===== src/verilog/emesh_pkg.sv =====
`default_nettype none

package emesh_pkg;

   // bus widths
   localparam int unsigned packet_width = 104;  // full emesh packet
   localparam int unsigned addr_width   = 32;
   localparam int unsigned data_width   = 32;

   // packet layout, lsb of each field
   localparam int unsigned pkt_write_bit    = 0;   // 1 = write
   localparam int unsigned pkt_datamode_lsb = 1;   // bits 2..1
   localparam int unsigned pkt_ctrlmode_lsb = 3;   // bits 6..3
   // bit 7 reserved, sent as zero
   localparam int unsigned pkt_dstaddr_lsb  = 8;   // bits 39..8
   localparam int unsigned pkt_data_lsb     = 40;  // bits 71..40
   localparam int unsigned pkt_srcaddr_lsb  = 72;  // bits 103..72

   // keeps a stepping address inside the core's local window
   localparam logic [addr_width-1:0] addr_step_mask = 32'hFFF0_7FFF;

   // burst length and remaining-count width
   localparam int unsigned gen_count       = 16;
   localparam int unsigned gen_count_width = $clog2(gen_count + 1);

   // datamode 2 = 32-bit word
   localparam logic [1:0] word_datamode = 2'd2;

   // generator fsm encodings
   localparam logic [1:0] gen_idle = 2'd0;
   localparam logic [1:0] gen_go   = 2'd1;
   localparam logic [1:0] gen_done = 2'd2;

   // target memory, indexed by dstaddr[7:2]
   localparam int unsigned mem_depth       = 64;
   localparam int unsigned mem_index_width = $clog2(mem_depth);
   localparam int unsigned mem_index_lsb   = 2;   // word aligned

endpackage

`default_nettype wire

===== src/verilog/emesh_if.sv =====
`default_nettype none

// one decoded emesh transaction plus the wait level coming back
interface emesh_if;
   import emesh_pkg::*;

   logic                  access;    // one cycle pulse per transaction
   logic                  write;
   logic [1:0]            datamode;
   logic [3:0]            ctrlmode;
   logic [addr_width-1:0] dstaddr;
   logic [data_width-1:0] data;
   logic [addr_width-1:0] srcaddr;
   logic                  stall;     // emesh wait, sink to source

   // transaction source
   modport src (
      output access, write, datamode, ctrlmode,
      output dstaddr, data, srcaddr,
      input  stall
   );

   // transaction sink, owns the wait
   modport dst (
      input  access, write, datamode, ctrlmode,
      input  dstaddr, data, srcaddr,
      output stall
   );

endinterface

`default_nettype wire


===== src/verilog/emesh_loopback_top.sv =====
`default_nettype none

module emesh_loopback_top (
   input  wire logic                          clk,
   input  wire logic                          reset,
   input  wire logic                          start,
   input  wire logic                          write_mode,
   input  wire logic                          rsp_wait,
   output logic                               done,
   output logic                               req_access,   // generator pulse
   output logic                               rsp_access,
   output logic [emesh_pkg::addr_width-1:0]   rsp_dstaddr,
   output logic [emesh_pkg::addr_width-1:0]   rsp_srcaddr,
   output logic [emesh_pkg::data_width-1:0]   rsp_data
);
   import emesh_pkg::*;

   // serialized link between packer and unpacker
   logic                    link_access;
   logic [packet_width-1:0] link_packet;
   logic                    link_wait;

   emesh_if gen_bus ();   // generator side
   emesh_if req_bus ();   // target side

   // sender core 0x810 addressing core 0x820
   emesh_traffic_gen #(
      .src_id (12'h810),
      .dst_id (12'h820)
   ) gen_i (
      .clk        (clk),
      .reset      (reset),
      .start      (start),
      .write_mode (write_mode),
      .done       (done),
      .bus        (gen_bus.src)
   );

   emesh2packet e2p_i (
      .bus     (gen_bus.dst),
      .packet  (link_packet),
      .access  (link_access),
      .wait_in (link_wait)
   );

   packet2emesh p2e_i (
      .access    (link_access),
      .packet    (link_packet),
      .link_wait (link_wait),
      .bus       (req_bus.src)
   );

   emesh_mem_target mem_i (
      .clk         (clk),
      .reset       (reset),
      .req         (req_bus.dst),
      .rsp_wait    (rsp_wait),
      .rsp_access  (rsp_access),
      .rsp_dstaddr (rsp_dstaddr),
      .rsp_srcaddr (rsp_srcaddr),
      .rsp_data    (rsp_data)
   );

   assign req_access = gen_bus.access;   // for latency checks

endmodule

`default_nettype wire


===== src/verilog/emesh_mem_target.sv =====
`default_nettype none

module emesh_mem_target (
   input  wire logic                              clk,
   input  wire logic                              reset,
   emesh_if.dst                                   req,
   input  wire logic                              rsp_wait,
   output logic                                   rsp_access,
   output logic [emesh_pkg::addr_width-1:0]       rsp_dstaddr,
   output logic [emesh_pkg::addr_width-1:0]       rsp_srcaddr,
   output logic [emesh_pkg::data_width-1:0]       rsp_data
);
   import emesh_pkg::*;

   logic [data_width-1:0]      mem [mem_depth];
   logic [mem_index_width-1:0] index;
   logic                       word_req;   // valid 32-bit access this cycle
   logic                       wr_req;
   logic                       rd_req;

   assign index    = req.dstaddr[mem_index_lsb +: mem_index_width];
   assign word_req = req.access && (req.datamode == word_datamode);
   assign wr_req   = word_req && req.write;
   assign rd_req   = word_req && !req.write;

   // wait while the response side is stalled.
   // a read in flight also raises it for one cycle, so the next read
   // cannot land on a response that rsp_wait is still holding
   assign req.stall = rsp_wait || rd_req;

   // word store
   always_ff @(posedge clk)
   begin
      if (wr_req)
         mem[index] <= req.data;
   end

   // response valid, held until taken
   always_ff @(posedge clk or posedge reset)
   begin
      if (reset)
         rsp_access <= 1'b0;
      else if (rd_req)
         rsp_access <= 1'b1;   // one cycle after the read
      else if (!rsp_wait)
         rsp_access <= 1'b0;   // taken this cycle, drop it
   end

   // response fields, a write-back to the requester
   always_ff @(posedge clk)
   begin
      if (rd_req)
      begin
         rsp_dstaddr <= req.srcaddr;   // back to whoever asked
         rsp_srcaddr <= req.dstaddr;   // address that was read
         rsp_data    <= mem[index];
      end
   end

   // a held response is never overwritten by a new read
   a_no_read_over_held_rsp : assert property (
      @(posedge clk) disable iff (reset)
      rd_req |-> !(rsp_access && rsp_wait)
   ) else $error("read arrived while a stalled response was still pending");

endmodule

`default_nettype wire


===== src/verilog/packet2emesh.sv =====
`default_nettype none

module packet2emesh (
   input  wire logic                             access,
   input  wire logic [emesh_pkg::packet_width-1:0] packet,
   output logic                                  link_wait,
   emesh_if.src                                  bus
);
   import emesh_pkg::*;

   // pull every field out of its slot
   assign bus.access   = access;
   assign bus.write    = packet[pkt_write_bit];
   assign bus.datamode = packet[pkt_datamode_lsb +: 2];
   assign bus.ctrlmode = packet[pkt_ctrlmode_lsb +: 4];
   assign bus.dstaddr  = packet[pkt_dstaddr_lsb +: addr_width];
   assign bus.data     = packet[pkt_data_lsb +: data_width];
   assign bus.srcaddr  = packet[pkt_srcaddr_lsb +: addr_width];
   // reserved bit 7 is not looked at

   // sink wait heads back over the link
   assign link_wait = bus.stall;

endmodule

`default_nettype wire


===== src/verilog/emesh2packet.sv =====
`default_nettype none

module emesh2packet (
   emesh_if.dst                                  bus,
   output logic [emesh_pkg::packet_width-1:0]    packet,
   output logic                                  access,
   input  wire logic                             wait_in    // from the link
);
   import emesh_pkg::*;

   // flatten the transaction into the packet
   always_comb
   begin
      packet = '0;   // reserved bit 7 stays zero
      packet[pkt_write_bit]                   = bus.write;
      packet[pkt_datamode_lsb +: 2]           = bus.datamode;
      packet[pkt_ctrlmode_lsb +: 4]           = bus.ctrlmode;
      packet[pkt_dstaddr_lsb +: addr_width]   = bus.dstaddr;
      packet[pkt_data_lsb +: data_width]      = bus.data;
      packet[pkt_srcaddr_lsb +: addr_width]   = bus.srcaddr;
   end

   assign access    = bus.access;   // pulse passes straight through
   assign bus.stall = wait_in;      // link wait back to the source

endmodule

`default_nettype wire


===== src/verilog/emesh_traffic_gen.sv =====
`default_nettype none

module emesh_traffic_gen #(
   parameter logic [11:0] src_id = 12'h000,   // core id of the sender
   parameter logic [11:0] dst_id = 12'h000    // core id being targeted
) (
   input  wire logic clk,
   input  wire logic reset,
   input  wire logic start,        // level, sampled in idle or done
   input  wire logic write_mode,   // 1 = write burst, 0 = read burst
   output logic      done,
   emesh_if.src      bus
);
   import emesh_pkg::*;

   logic [1:0]                 state;
   logic [gen_count_width-1:0] remaining;   // transactions left in burst
   logic                       access_reg;
   logic                       write_reg;
   logic [addr_width-1:0]      dstaddr_reg;
   logic [addr_width-1:0]      srcaddr_reg;
   logic [data_width-1:0]      data_reg;
   logic                       launch;      // start accepted this cycle
   logic                       issue;       // a transaction goes out next edge
   logic                       is_go;

   assign is_go  = (state == gen_go);
   assign done   = (state == gen_done);
   assign launch = start && (state == gen_idle || done);
   assign issue  = is_go && !bus.stall;    // wait seen low this cycle

   // burst fsm
   always_ff @(posedge clk or posedge reset)
   begin
      if (reset)
         state <= gen_idle;
      else if (launch)
         state <= gen_go;
      else if (issue && remaining == gen_count_width'(1))
         state <= gen_done;   // last one leaves on this edge
   end

   // access pulse and burst counter
   always_ff @(posedge clk or posedge reset)
   begin
      if (reset)
      begin
         access_reg <= 1'b0;
         remaining  <= gen_count_width'(gen_count);
      end
      else
      begin
         access_reg <= issue;   // low whenever wait was high
         if (launch)
            remaining <= gen_count_width'(gen_count);
         else if (issue)
            remaining <= remaining - 1'b1;
      end
   end

   // transaction fields, restart from the id window on every start
   always_ff @(posedge clk or posedge reset)
   begin
      if (reset)
      begin
         write_reg   <= 1'b0;
         dstaddr_reg <= {dst_id, 20'h0_0000};
         srcaddr_reg <= {src_id, 20'h0_0000};
         data_reg    <= '0;
      end
      else if (launch)
      begin
         write_reg   <= write_mode;   // held for the whole burst
         dstaddr_reg <= {dst_id, 20'h0_0000};
         srcaddr_reg <= {src_id, 20'h0_0000};
         data_reg    <= '0;
      end
      else if (issue)
      begin
         // step by one word, same edge as access rises
         dstaddr_reg <= (dstaddr_reg + (32'd1 << word_datamode)) & addr_step_mask;
         srcaddr_reg <= (srcaddr_reg + (32'd1 << word_datamode)) & addr_step_mask;
         data_reg    <= (data_reg + 32'd1) & addr_step_mask;
      end
   end

   assign bus.access   = access_reg;
   assign bus.write    = write_reg;
   assign bus.datamode = word_datamode;   // word accesses only
   assign bus.ctrlmode = 4'b0000;         // no special transactions
   assign bus.dstaddr  = dstaddr_reg;
   assign bus.srcaddr  = srcaddr_reg;
   assign bus.data     = data_reg;

   // the combinational wait path must reach the access register in time
   a_no_access_after_wait : assert property (
      @(posedge clk) disable iff (reset)
      bus.stall |=> !bus.access
   ) else $error("generator issued access in the cycle after wait");

endmodule

`default_nettype wire


===== config.mk =====
export PLATFORM = sky130hd
export DESIGN_NAME = emesh_loopback_top
export DESIGN_NICKNAME = d
export VERILOG_FILES = /design/src/verilog/emesh_pkg.sv /design/src/verilog/emesh_if.sv /design/src/verilog/emesh_loopback_top.sv /design/src/verilog/emesh_mem_target.sv /design/src/verilog/packet2emesh.sv /design/src/verilog/emesh2packet.sv /design/src/verilog/emesh_traffic_gen.sv
export SDC_FILE = /design/constraint.sdc
export NUM_CORES = 1
export LEC_CHECK = 0
export BUFFER_PORTS_ARGS = -buffer_cell sky130_fd_sc_hd__buf_4
export CORE_ASPECT_RATIO = 1.25
export CORE_MARGIN = 3
export CORE_UTILIZATION = 30
export CTS_BUF_LIST = sky130_fd_sc_hd__clkbuf_8
export CTS_CLUSTER_DIAMETER = 120
export DETAILED_ROUTE_END_ITERATION = 7
export GPL_TIMING_DRIVEN = 0
export HOLD_SLACK_MARGIN = 0.06
export PLACE_DENSITY = 0.44
export SYNTH_ARGS = -nofsm -noshare
export SYNTH_HDL_FRONTEND = slang
export SYNTH_SLANG_ARGS = --single-unit
export TNS_END_PERCENT = 30

===== constraint.sdc =====
create_clock -name clk -period 4.1 [get_ports clk]
set_input_delay 1.23 -clock clk [delete_from_list [all_inputs] [get_ports clk]]
set_output_delay 1.23 -clock clk [all_outputs]
set_load 0.03 [all_outputs]

; ---- Word-level counts from Yosys, hierarchy flattened
; Memories as Yosys holds them, arrays and structs flattened. A register that Yosys moved wholly into a read port is not among the register bits.
; Cells that the tools add are included.
; Widths: inputs -> output; s select.
[classes]
n_addsub = 4
reduce_logical = 12
n_eq_ne = 4
mux = 14
[op_table]
columns = cell, count
row1 = $mux 32, 6
row2 = $add 32x3->32 const B, 2
row3 = $add 32x1->32 const B, 1
row4 = $mux 5, 2
row5 = $eq 5x1->1 const B, 1
row6 = $logic_and 1x1->1, 5
row7 = $sub 5x1->5 const B, 1
row8 = $mux 1, 4
row9 = $mux 2, 2
row10 = $reduce_bool 2->1, 2
row11 = $eq 2x1->1 const B, 1
row12 = $eq 2x2->1 const B, 1
row13 = $logic_not 1->1, 2
row14 = $logic_not 2->1, 1
row15 = $logic_or 1x1->1, 2
row16 = $ne 2x1->1 const B, 1
[totals]
reg_bits = 170
wordCells = 45
output_inout_bits = 99
n_memories = 1
in_bits = 5
mem_bits_rw = 2048
[mem_list]
columns = name, words, width, read_ports, rd_ports_with_merged_regs, wr, line
row1 = mem_i.mem, 64, 32, 1, 1, 1, emesh_mem_target.sv:15  ; logic [data_width-1:0] mem [mem_depth];

; ---- Depth between registers and ports, before layout
; Gate-level depths: netlist of run 1.
[depth]
ltp_word = 8
depth_mapped = 10
ltp_nobuf = 6

; ---- Hierarchy
; Synthesis of run 1 repeated with hierarchy kept, for this count alone.
[unflattened]
cells_unflattened = 4425
area_unflattened_um2 = 85378.1
[modules_own_cells]
columns = module, n_inst, cells_each, area_per_inst_um2
row1 = emesh_mem_target, 1, 3901, 80857.5
row2 = emesh_traffic_gen, 1, 312, 2932.8
row3 = emesh2packet, 1, 107, 799.5
row4 = packet2emesh, 1, 105, 788.3

; ---- Worst setup path after synthesis of run 1
; Ideal clock, no wire load.
[synth_timing]
kind = register to register
startpoint = register gen_i.dstaddr_reg[2], in the netlist gen_i.bus.dstaddr[2]
endpoint = memory mem_i.mem[0][0], enable pin
n_path_buf = 5
setup_slack_ns = 1.176
arrival_ns = 2.537
stages_incl_launch_ff = 9
setup_ns = 0.386
cell_sequence = dfrtp_1 -> buf_6 -> buf_6 -> inv_2 -> buf_2 -> buf_1 -> clkbuf_1 -> nand3_1 -> nor2_1
[synth_lines]
columns = item, line
row1 = from (decl), emesh_traffic_gen.sv:20  ; logic [addr_width-1:0] dstaddr_reg;
row2 = from (signal assigned), emesh_traffic_gen.sv:67  ; dstaddr_reg <= {dst_id, 20'h0_0000};
row3 = from (signal assigned), emesh_traffic_gen.sv:74  ; dstaddr_reg <= {dst_id, 20'h0_0000};
row4 = from (signal assigned), emesh_traffic_gen.sv:81  ; dstaddr_reg <= (dstaddr_reg + (32'd1 << word_datamode)) & addr_step_mask;
row5 = to (decl), emesh_mem_target.sv:15
; Straight into the memory's write port.

; ---- Final worst setup path of run 1
[layout_timing]
startpoint = register gen_i.dstaddr_reg[2], in the netlist gen_i.bus.dstaddr[2]
endpoint = memory mem_i.mem[0][3], enable pin
; Straight into the memory's write port.

==> impl_metrics.py, run 1 <==
metrics = {
    "placed_design": {
        "place_hpwl_um": 96600,
        "dpl.cell_count": 4343,
        "place_area_um2": 46000,
        "io_buffers": 52,
        "gp_congestion": 0.878,
    },
    "clock_tree": {
        "cts_setup_buffers": 0,
        "htree_levels": 4,
        "clk_pin_slew_ns": 0.07,
        "clk_latency_ns": 0.88,
        "cts_tree": "yes",
        "hold_buffers": 0,
        "clockBufferDepth": 3,
        "cts_root_buf": "clkbuf_8",
        "cts.sinks": 1054,
        "cts_buffers": 164,
    },
    "sta": {
        "hold_viol": 0,
        "grt_setup_unrepaired": "yes",
        "tightestPinTransition_ns": 1.10,
        "slew_headroom_pct": 26.9,
        "skew_ns": 0.0516,
        "timing.final.crit_share_pct": 101,
        "fin_ws_ns": -0.0417,
        "max_freq_mhz": 241,
        "setup_tns_ns": -0.546,
        "hold_ws_ns": 0.377,
        "setup_viol": 28,
        "slew_violations": 0,
        "period_needed_ns": 4.14,
    },
    "flow_run": {
        "maxCapViolations": 0,
    },
    "synth": {
        "synthCells": 2318,
        "avgSynthCellArea_um2": 17.9,
        "synth-warning-count": 0,
        "synth-simple-area-share_pct": 4.38,
        "ys_seq_area_share_pct": 75.6,
        "synthMuxAreaShare_pct": 10.5,
        "synthesis.area_um2": 41500,
        "synth_compound_area_share_pct": 5.93,
        "synth-async-reset-ratio_pct": 4.93,
        "synth_fa_ha_area_share_pct": 0.151,
        "synth_xor_area_share_pct": 0.570,
        "synth_top_family_by_area": "multiplexers",
        "synth_edf_count": 1002,
        "synth_ff_type": "edfxtp_1",
        "synth.ff_latch_count": 1054,
        "ys_types": 63,
    },
    "setup_path": {
        "r2r_cells": 9,
        "critPathTopFamily": "buffers and inverters",
        "cp.arrival_ns": 4.67,
        "max_stage_delay_ns": 0.55,
        "critPathSlowestCell": "clkbuf_2",
        "end_kind": "flip-flop",
        "path_buf_inv": 7,
        "startpoint_type": "flip-flop",
        "reg2reg_to": "mem_i.mem[0][3]",
        "crit_chain": "buf_6 -> buf_6 -> inv_2 -> buf_2 -> buf_2 -> clkbuf_2 -> nand3_4 -> nor2_2 -> buf_8",
        "ff2ff_setup_slack_ns": -0.04,
        "cp_max_fo": 12,
        "r2r-start": "gen_i.bus.dstaddr[2]",
        "worst-setup-path-type": "flip-flop to flip-flop",
        "required_ns": 4.63,
    },
    "layout": {
        "largest_reg_flops": 960,
        "syn_to_final_growth_pct": 18.4,
        "drive_above_1_share_pct": 25.5,
        "final_cell_count_no_fill": 4639,
        "final_cell_area_um2": 49200,
        "final_nets": 2669,
    },
    "global_routing": {
        "grt_max_degree": 69,
        "grt_pass1_wl_um": 196000,
        "antenna_found_initial": 9,
        "globalRouteTotalUtil_pct": 19.6,
        "grt_pass1_vias": 24200,
        "grt_overflow": 0,
    },
    "route": {
        "initialDrtViolationCount": 2452,
        "ant_nets": 0,
        "wl_per_cell_um": 30.7,
        "totalWireLength_um": 142000,
        "drcViolationCount": 0,
        "vias": 23800,
        "viasPerCell": 5.13,
        "dr.pass1.iters": 6,
    },
    "die": {
        "core_area_um2": 137000,
        "ios": 104,
        "die_x_um": 339,
        "die_h_um": 422,
        "rows": 152,
        "dieArea_um2": 143000,
        "start_util_pct": 30.2,
    },
    "outcome": {
        "status": "complete, but fails checks",
        "failed_checks": "setup timing",
    },
    "power_and_ir_drop": {
        "power.total_mw": 29.5,
        "pwr_density_cell_nw_per_um2": 600,
        "cellLeakagePower_nw": 16.6,
        "peakVddDrop_uv": 253,
    },
    "worst_hold_path": {
        "hp-class": "input port to asynchronous set/reset pin",
    },
}
[worst reg2reg max path, delay by kind of cell, from the launching register on]
| family | cells | cell delay [ns] |
|---|---|---|
| buffers and inverters | 7 | 2.41 |
| and+or+nand+nor | 2 | 0.89 |
| DFF | 1 | 0.49 |
[worst max path at each step]
stage / from / end / cells after the start
after floorplan: gen_i.bus.dstaddr[2] / mem_i.mem[0][0] / 8
after global placement: gen_i.bus.dstaddr[2] / mem_i.mem[0][8] / 8
after detailed placement: gen_i.bus.dstaddr[2] / mem_i.mem[32][4] / 9
final: gen_i.bus.dstaddr[2] / mem_i.mem[0][3] / 9
after global routing: gen_i.bus.dstaddr[4] / mem_i.rsp_data[2] / 8
after CTS: gen_i.bus.dstaddr[4] / mem_i.rsp_data[9] / 9
[cell usage after synthesis, types with 10 or more instances]
library cell	number	area, um^2
a21oi_1	57	285
mux4_2	105	2360
a221oi_1	27	236
edfxtp_1	1002	30100
dfrtp_1	50	1250
nor4_1	11	68.8
a222oi_1	10	100
nand3_1	28	140
xnor2_1	17	149
nor2_1	132	495
buf_2	60	300
o22ai_1	48	300
a22oi_1	25	188
nand4_1	12	75.1
mux2_2	34	383
o2bb2ai_1	20	175
mux2i_1	156	1560
nand2_1	76	285
nor2b_1	24	150
a221o_1	18	180
xor2_1	10	87.6
or4_1	12	90.1
clkbuf_1	58	218
nand3b_1	13	97.6
a22o_1	16	140
buf_4	64	480
or3_1	16	100
o21ai_0	35	175
a211oi_1	28	210
inv_1	20	75.1
[where the power goes]
part	switching [mW]	internal [mW]	total [mW]	leakage [nW]
Clock	4.23	3.95	8.19	1.67
Sequential	0.409	12.4	12.8	10.2
Combinational	6.06	2.46	8.53	4.75
Total	10.7	18.8	29.5	16.6
[layout by cell type (no fill, tap or decap), types with 17 or more instances in the layout]
| master | netlist | routed |
|---|---|---|
| a211oi_1 | 28 | 25 |
| a21oi_1 | 57 | 57 |
| a221o_1 | 18 | 18 |
| a221oi_1 | 27 | 27 |
| a22oi_1 | 25 | 25 |
| buf_16 | 0 | 20 |
| buf_2 | 60 | 42 |
| buf_4 | 64 | 131 |
| buf_8 | 0 | 40 |
| clkbuf_1 | 58 | 40 |
| clkbuf_8 | 0 | 168 |
| clkinv_1 | 0 | 46 |
| conb_1 | 1 | 51 |
| dfrtp_1 | 50 | 35 |
| edfxtp_1 | 1002 | 1002 |
| inv_1 | 20 | 63 |
| mux2_2 | 34 | 34 |
| mux2i_1 | 156 | 154 |
| mux4_2 | 105 | 105 |
| nand2_1 | 76 | 75 |
| nand3_1 | 28 | 25 |
| nor2_1 | 132 | 68 |
| nor2_2 | 0 | 52 |
| nor2b_1 | 24 | 24 |
| o21ai_0 | 35 | 34 |
| o22ai_1 | 48 | 47 |
| o2bb2ai_1 | 20 | 20 |
| xnor2_1 | 17 | 17 |
[what timing repair did]
action | in CTS | in global routing
pin swaps | 0 | 0
endpoints found under the setup margin | 697 | 14
resized for setup | 57 | 14
[final cells by class]
class,count,area [um^2]
Buffer,193,1170
Tap cell,1848,2310
Inverter,22,82.6
Clock buffer,168,2310
Sequential cell,1054,31400
Fill cell,13000,88100
Timing Repair Buffer,127,1800
Antenna cell,8,20.0
Clock inverter,122,618
Multi-Input combinational cell,1097,9430
[per-stage QoR]
stage | utilization [%] | setup slack (ns)
after global placement | 32.3 | -2.07
after floorplan | - | 1.18
final | 35.8 | -0.0417
after detailed placement | 33.5 | -1.44
after global routing | 35.8 | -0.0881
after CTS | 35.8 | -0.154
[kinds of logic (layout without fill, tap and decap cells)]
logic type      after synthesis  after routing
compound gates              343            343
xor+xnor                     27             27
fa+ha+maj                     5              5
buf+inv                     217            632
flops                      1054           1054
mux                         300            300
other cells                   1             59
simple gates                371            371
[layer usage]
layer,track usage [%],vias to the layer above,share of wire [%]
met2,33.4,1017,49
met3,3.87,273,6.2
li1,-,9921,-
met4,8.66,0,5.0
met5,0,-,0
met1,24.2,12600,40
No activity file was read; power rests on OpenSTA's default activity.
==> run 2: changes to the inputs <==
--- a/config.mk
+++ b/config.mk
@@ -5,13 +5,14 @@
 export SDC_FILE = /design/constraint.sdc
 export NUM_CORES = 1
 export LEC_CHECK = 0
-export BUFFER_PORTS_ARGS = -buffer_cell sky130_fd_sc_hd__buf_4
+export ABC_AREA = 1
 export CORE_ASPECT_RATIO = 1.25
 export CORE_MARGIN = 3
 export CORE_UTILIZATION = 30
 export CTS_BUF_LIST = sky130_fd_sc_hd__clkbuf_8
 export CTS_CLUSTER_DIAMETER = 120
 export DETAILED_ROUTE_END_ITERATION = 7
+export DONT_BUFFER_PORTS = 1
 export GPL_TIMING_DRIVEN = 0
 export HOLD_SLACK_MARGIN = 0.06
 export PLACE_DENSITY = 0.44
==> run 2 against run 1 <==
The run now ends clean. Critical path type unchanged. Total power rose by 13%. Die area increased by 10%. Largest power group unchanged. Register-to-register slack better by 0.17 ns. Synthesized cell count is 92% higher. Global-route usage decreased by 0.091 points. Cell count grew 49%. Highest routed layer unchanged. Clock-buffer cell count increased by 10.
==> impl_metrics.py, run 2 <==
metrics = {
    "sta": {
        "period_needed_ns": 3.97,
        "setup_tns_ns": 0,
        "slew_headroom_pct": 22.0,
        "hold_ws_ns": 0.274,
        "setup_viol": 0,
        "hold_viol": 0,
        "grt_setup_unrepaired": "no",
        "max_freq_mhz": 252,
        "timing.final.crit_share_pct": 96.9,
        "tightestPinTransition_ns": 1.16,
        "slew_violations": 0,
        "skew_ns": 0.0445,
    },
    "power_and_ir_drop": {
        "peakVddDrop_uv": 346,
        "cellLeakagePower_nw": 23.4,
        "pwr_density_cell_nw_per_um2": 625,
        "power.total_mw": 33.4,
    },
    "layout": {
        "layout.area.seq_um2": 31400,
        "syn_to_final_growth_pct": 16.7,
        "multiInputGateArea_um2": 9990,
        "largest_reg_flops": 960,
        "drive_above_1_share_pct": 12.6,
        "fin_util_pct": 35.4,
        "final_nets": 4774,
        "final_common_cell": "nand2_1",
        "fill_cells": 15400,
        "mostFrequentLayoutCells": "nand2_1 (1285), edfxtp_1 (1002), inv_1 (967), nand3_1 (453), clkbuf_8 (178)",
    },
    "synth": {
        "synth_top_area_share_pct": 65.8,
        "synthTopCellsByArea": "edfxtp_1 (66%), nand2_1 (11%), inv_1 (7.4%)",
        "synthesis.area_um2": 45800,
        "synth_edf_count": 1002,
        "yosysTopAreaCell": "edfxtp_1",
        "yosys-top-cells-count": "nand2_1 (1285), edfxtp_1 (1002), inv_1 (905), nand3_1 (453), nor2_1 (228)",
        "ys_types": 37,
        "synth-warning-count": 0,
        "yosysMostFrequentCell": "nand2_1",
        "ys_seq_area_share_pct": 68.6,
        "synthCells": 4459,
        "avgSynthCellArea_um2": 10.3,
        "synth_ff_type": "edfxtp_1",
        "synth.ff_latch_count": 1054,
        "synth-async-reset-ratio_pct": 4.93,
    },
    "clock_tree": {
        "cts.sinks": 1054,
        "cts_buffers": 176,
        "cts_tree": "yes",
        "cts_resized": 0,
        "hold_buffers": 0,
        "htree_levels": 4,
        "cts_root_buf": "clkbuf_8",
        "clk_pin_slew_ns": 0.06,
        "cts_setup_buffers": 0,
        "clk_latency_ns": 0.93,
        "clockBufferDepth": 3,
    },
    "setup_path": {
        "required_ns": 4.67,
        "max_stage_delay_ns": 0.71,
        "critPathSlowestCell": "nand3_1",
        "startpoint_type": "flip-flop",
        "end_kind": "flip-flop",
        "worst-setup-path-type": "flip-flop to flip-flop",
        "cp.arrival_ns": 4.55,
        "cp_max_fo": 12,
        "crit_chain": "inv_1 -> nor2_2 -> buf_2 -> buf_2 -> nand3_1 -> nor2_2 -> buf_16",
    },
    "global_routing": {
        "grt_pass1_wl_um": 218000,
        "grt_overflow": 0,
        "grt_max_degree": 69,
        "globalRouteTotalUtil_pct": 19.5,
        "grt_pass1_vias": 30100,
        "antenna_found_initial": 5,
    },
    "flow_run": {
        "maxCapViolations": 0,
    },
    "die": {
        "start_util_pct": 30.3,
        "dieArea_um2": 157000,
        "die_h_um": 443,
        "die_x_um": 355,
        "core_area_um2": 151000,
        "ios": 104,
        "rows": 159,
    },
    "route": {
        "totalWireLength_um": 155000,
        "initialDrtViolationCount": 2828,
        "drcViolationCount": 0,
        "wl_per_cell_um": 22.4,
        "viasPerCell": 4.52,
        "dr.pass1.iters": 5,
        "ant_nets": 0,
        "vias": 31200,
    },
    "placed_design": {
        "io_buffers": 0,
        "place_hpwl_um": 107000,
        "gp_congestion": 0.868,
    },
    "outcome": {
        "status": "finished clean",
    },
    "worst_hold_path": {
        "hp-class": "input port to asynchronous set/reset pin",
    },
}
## run 2: cell types whose count changed in the layout (fill, tap and decap cells not counted), sizes merged, moves of 47 or more
cell   before   now
inv        76   985
mux2i     156     0
mux4      105     0
nand2      76  1287
nand3      28   453
nor2      132   235
o21ai      39   147
o22ai      48     1
## run 2: report_power, final
part | switching (mW) | internal (mW)
Combinational | 8.08 | 2.34
Sequential | 1.18 | 12.9
Clock | 4.49 | 4.33
## run 2: routing by layer
metal  GRT usage [%]  vias up  part of all wire [%]
met5               0        -                     0
met2            33.2     1111                    49
met1            23.9    15100                    41
met3            3.31      287                   5.9
met4            9.57        0                   5.1
li1                -    14700                     -
## run 2: worst max-delay path: cells and delay by family, from the launching register on
kind	cells	cell delay, ns
simple gates	3	1.90
buf+inv	4	1.17
flops	1	0.55
## run 2: cell families after synthesis
logic type / Yosys count / synth area share, %
flip-flops: 1054 / 68.6
AO/OA/AOI/OAI: 194 / 2.23
AND/OR/NAND/NOR: 2058 / 18.7
buffers and inverters: 1147 / 10.3
other: 1 / 0.00820
adder cells (fa/ha/maj): 5 / 0.137
## run 2: path summary, 6_finish.rpt
path                                        from                    end  slack [ns]  cells past startpoint
setup / recovery            gen_i.bus.dstaddr[3]       mem_i.mem[19][5]        0.13                      7
hold / removal                             reset  gen_i.bus.srcaddr[11]        0.27                      1
setup reg to reg            gen_i.bus.dstaddr[3]       mem_i.mem[19][5]        0.13                      7
hold reg to reg            gen_i.bus.srcaddr[13]  mem_i.rsp_dstaddr[13]        0.46                      0
max in group asynchronous                  reset     gen_i.remaining[4]        3.19                      2
min in group clk                      write_mode        gen_i.bus.write        0.44                      2
## run 2: final cells by class
| class | instances | share of cell area, % |
|---|---|---|
| multi-input cells | 2308 | 18.7 |
| well taps | 2012 | 4.71 |
| diodes | 3 | 0.0141 |
| repair buffers | 77 | 2.81 |
| plain buffers | 232 | 2.42 |
| clock inverters | 136 | 1.43 |
| flip-flops and latches | 1054 | 58.9 |
| inverters | 915 | 6.43 |
| clock buffers | 178 | 4.59 |
## run 2: metrics by stage
step / instance area (um^2) / setup slack [ns] / cells
4_1_cts: 53400 / 0.228 / 6912
2_1_floorplan: 45900 / 0.624 / 4509
3_3_place_gp: 48500 / -1.68 / 6521
5_1_grt: 53400 / 0.149 / 6914
6_report: 53400 / 0.125 / 6915
3_5_place_dp: 50200 / 0.309 / 6598
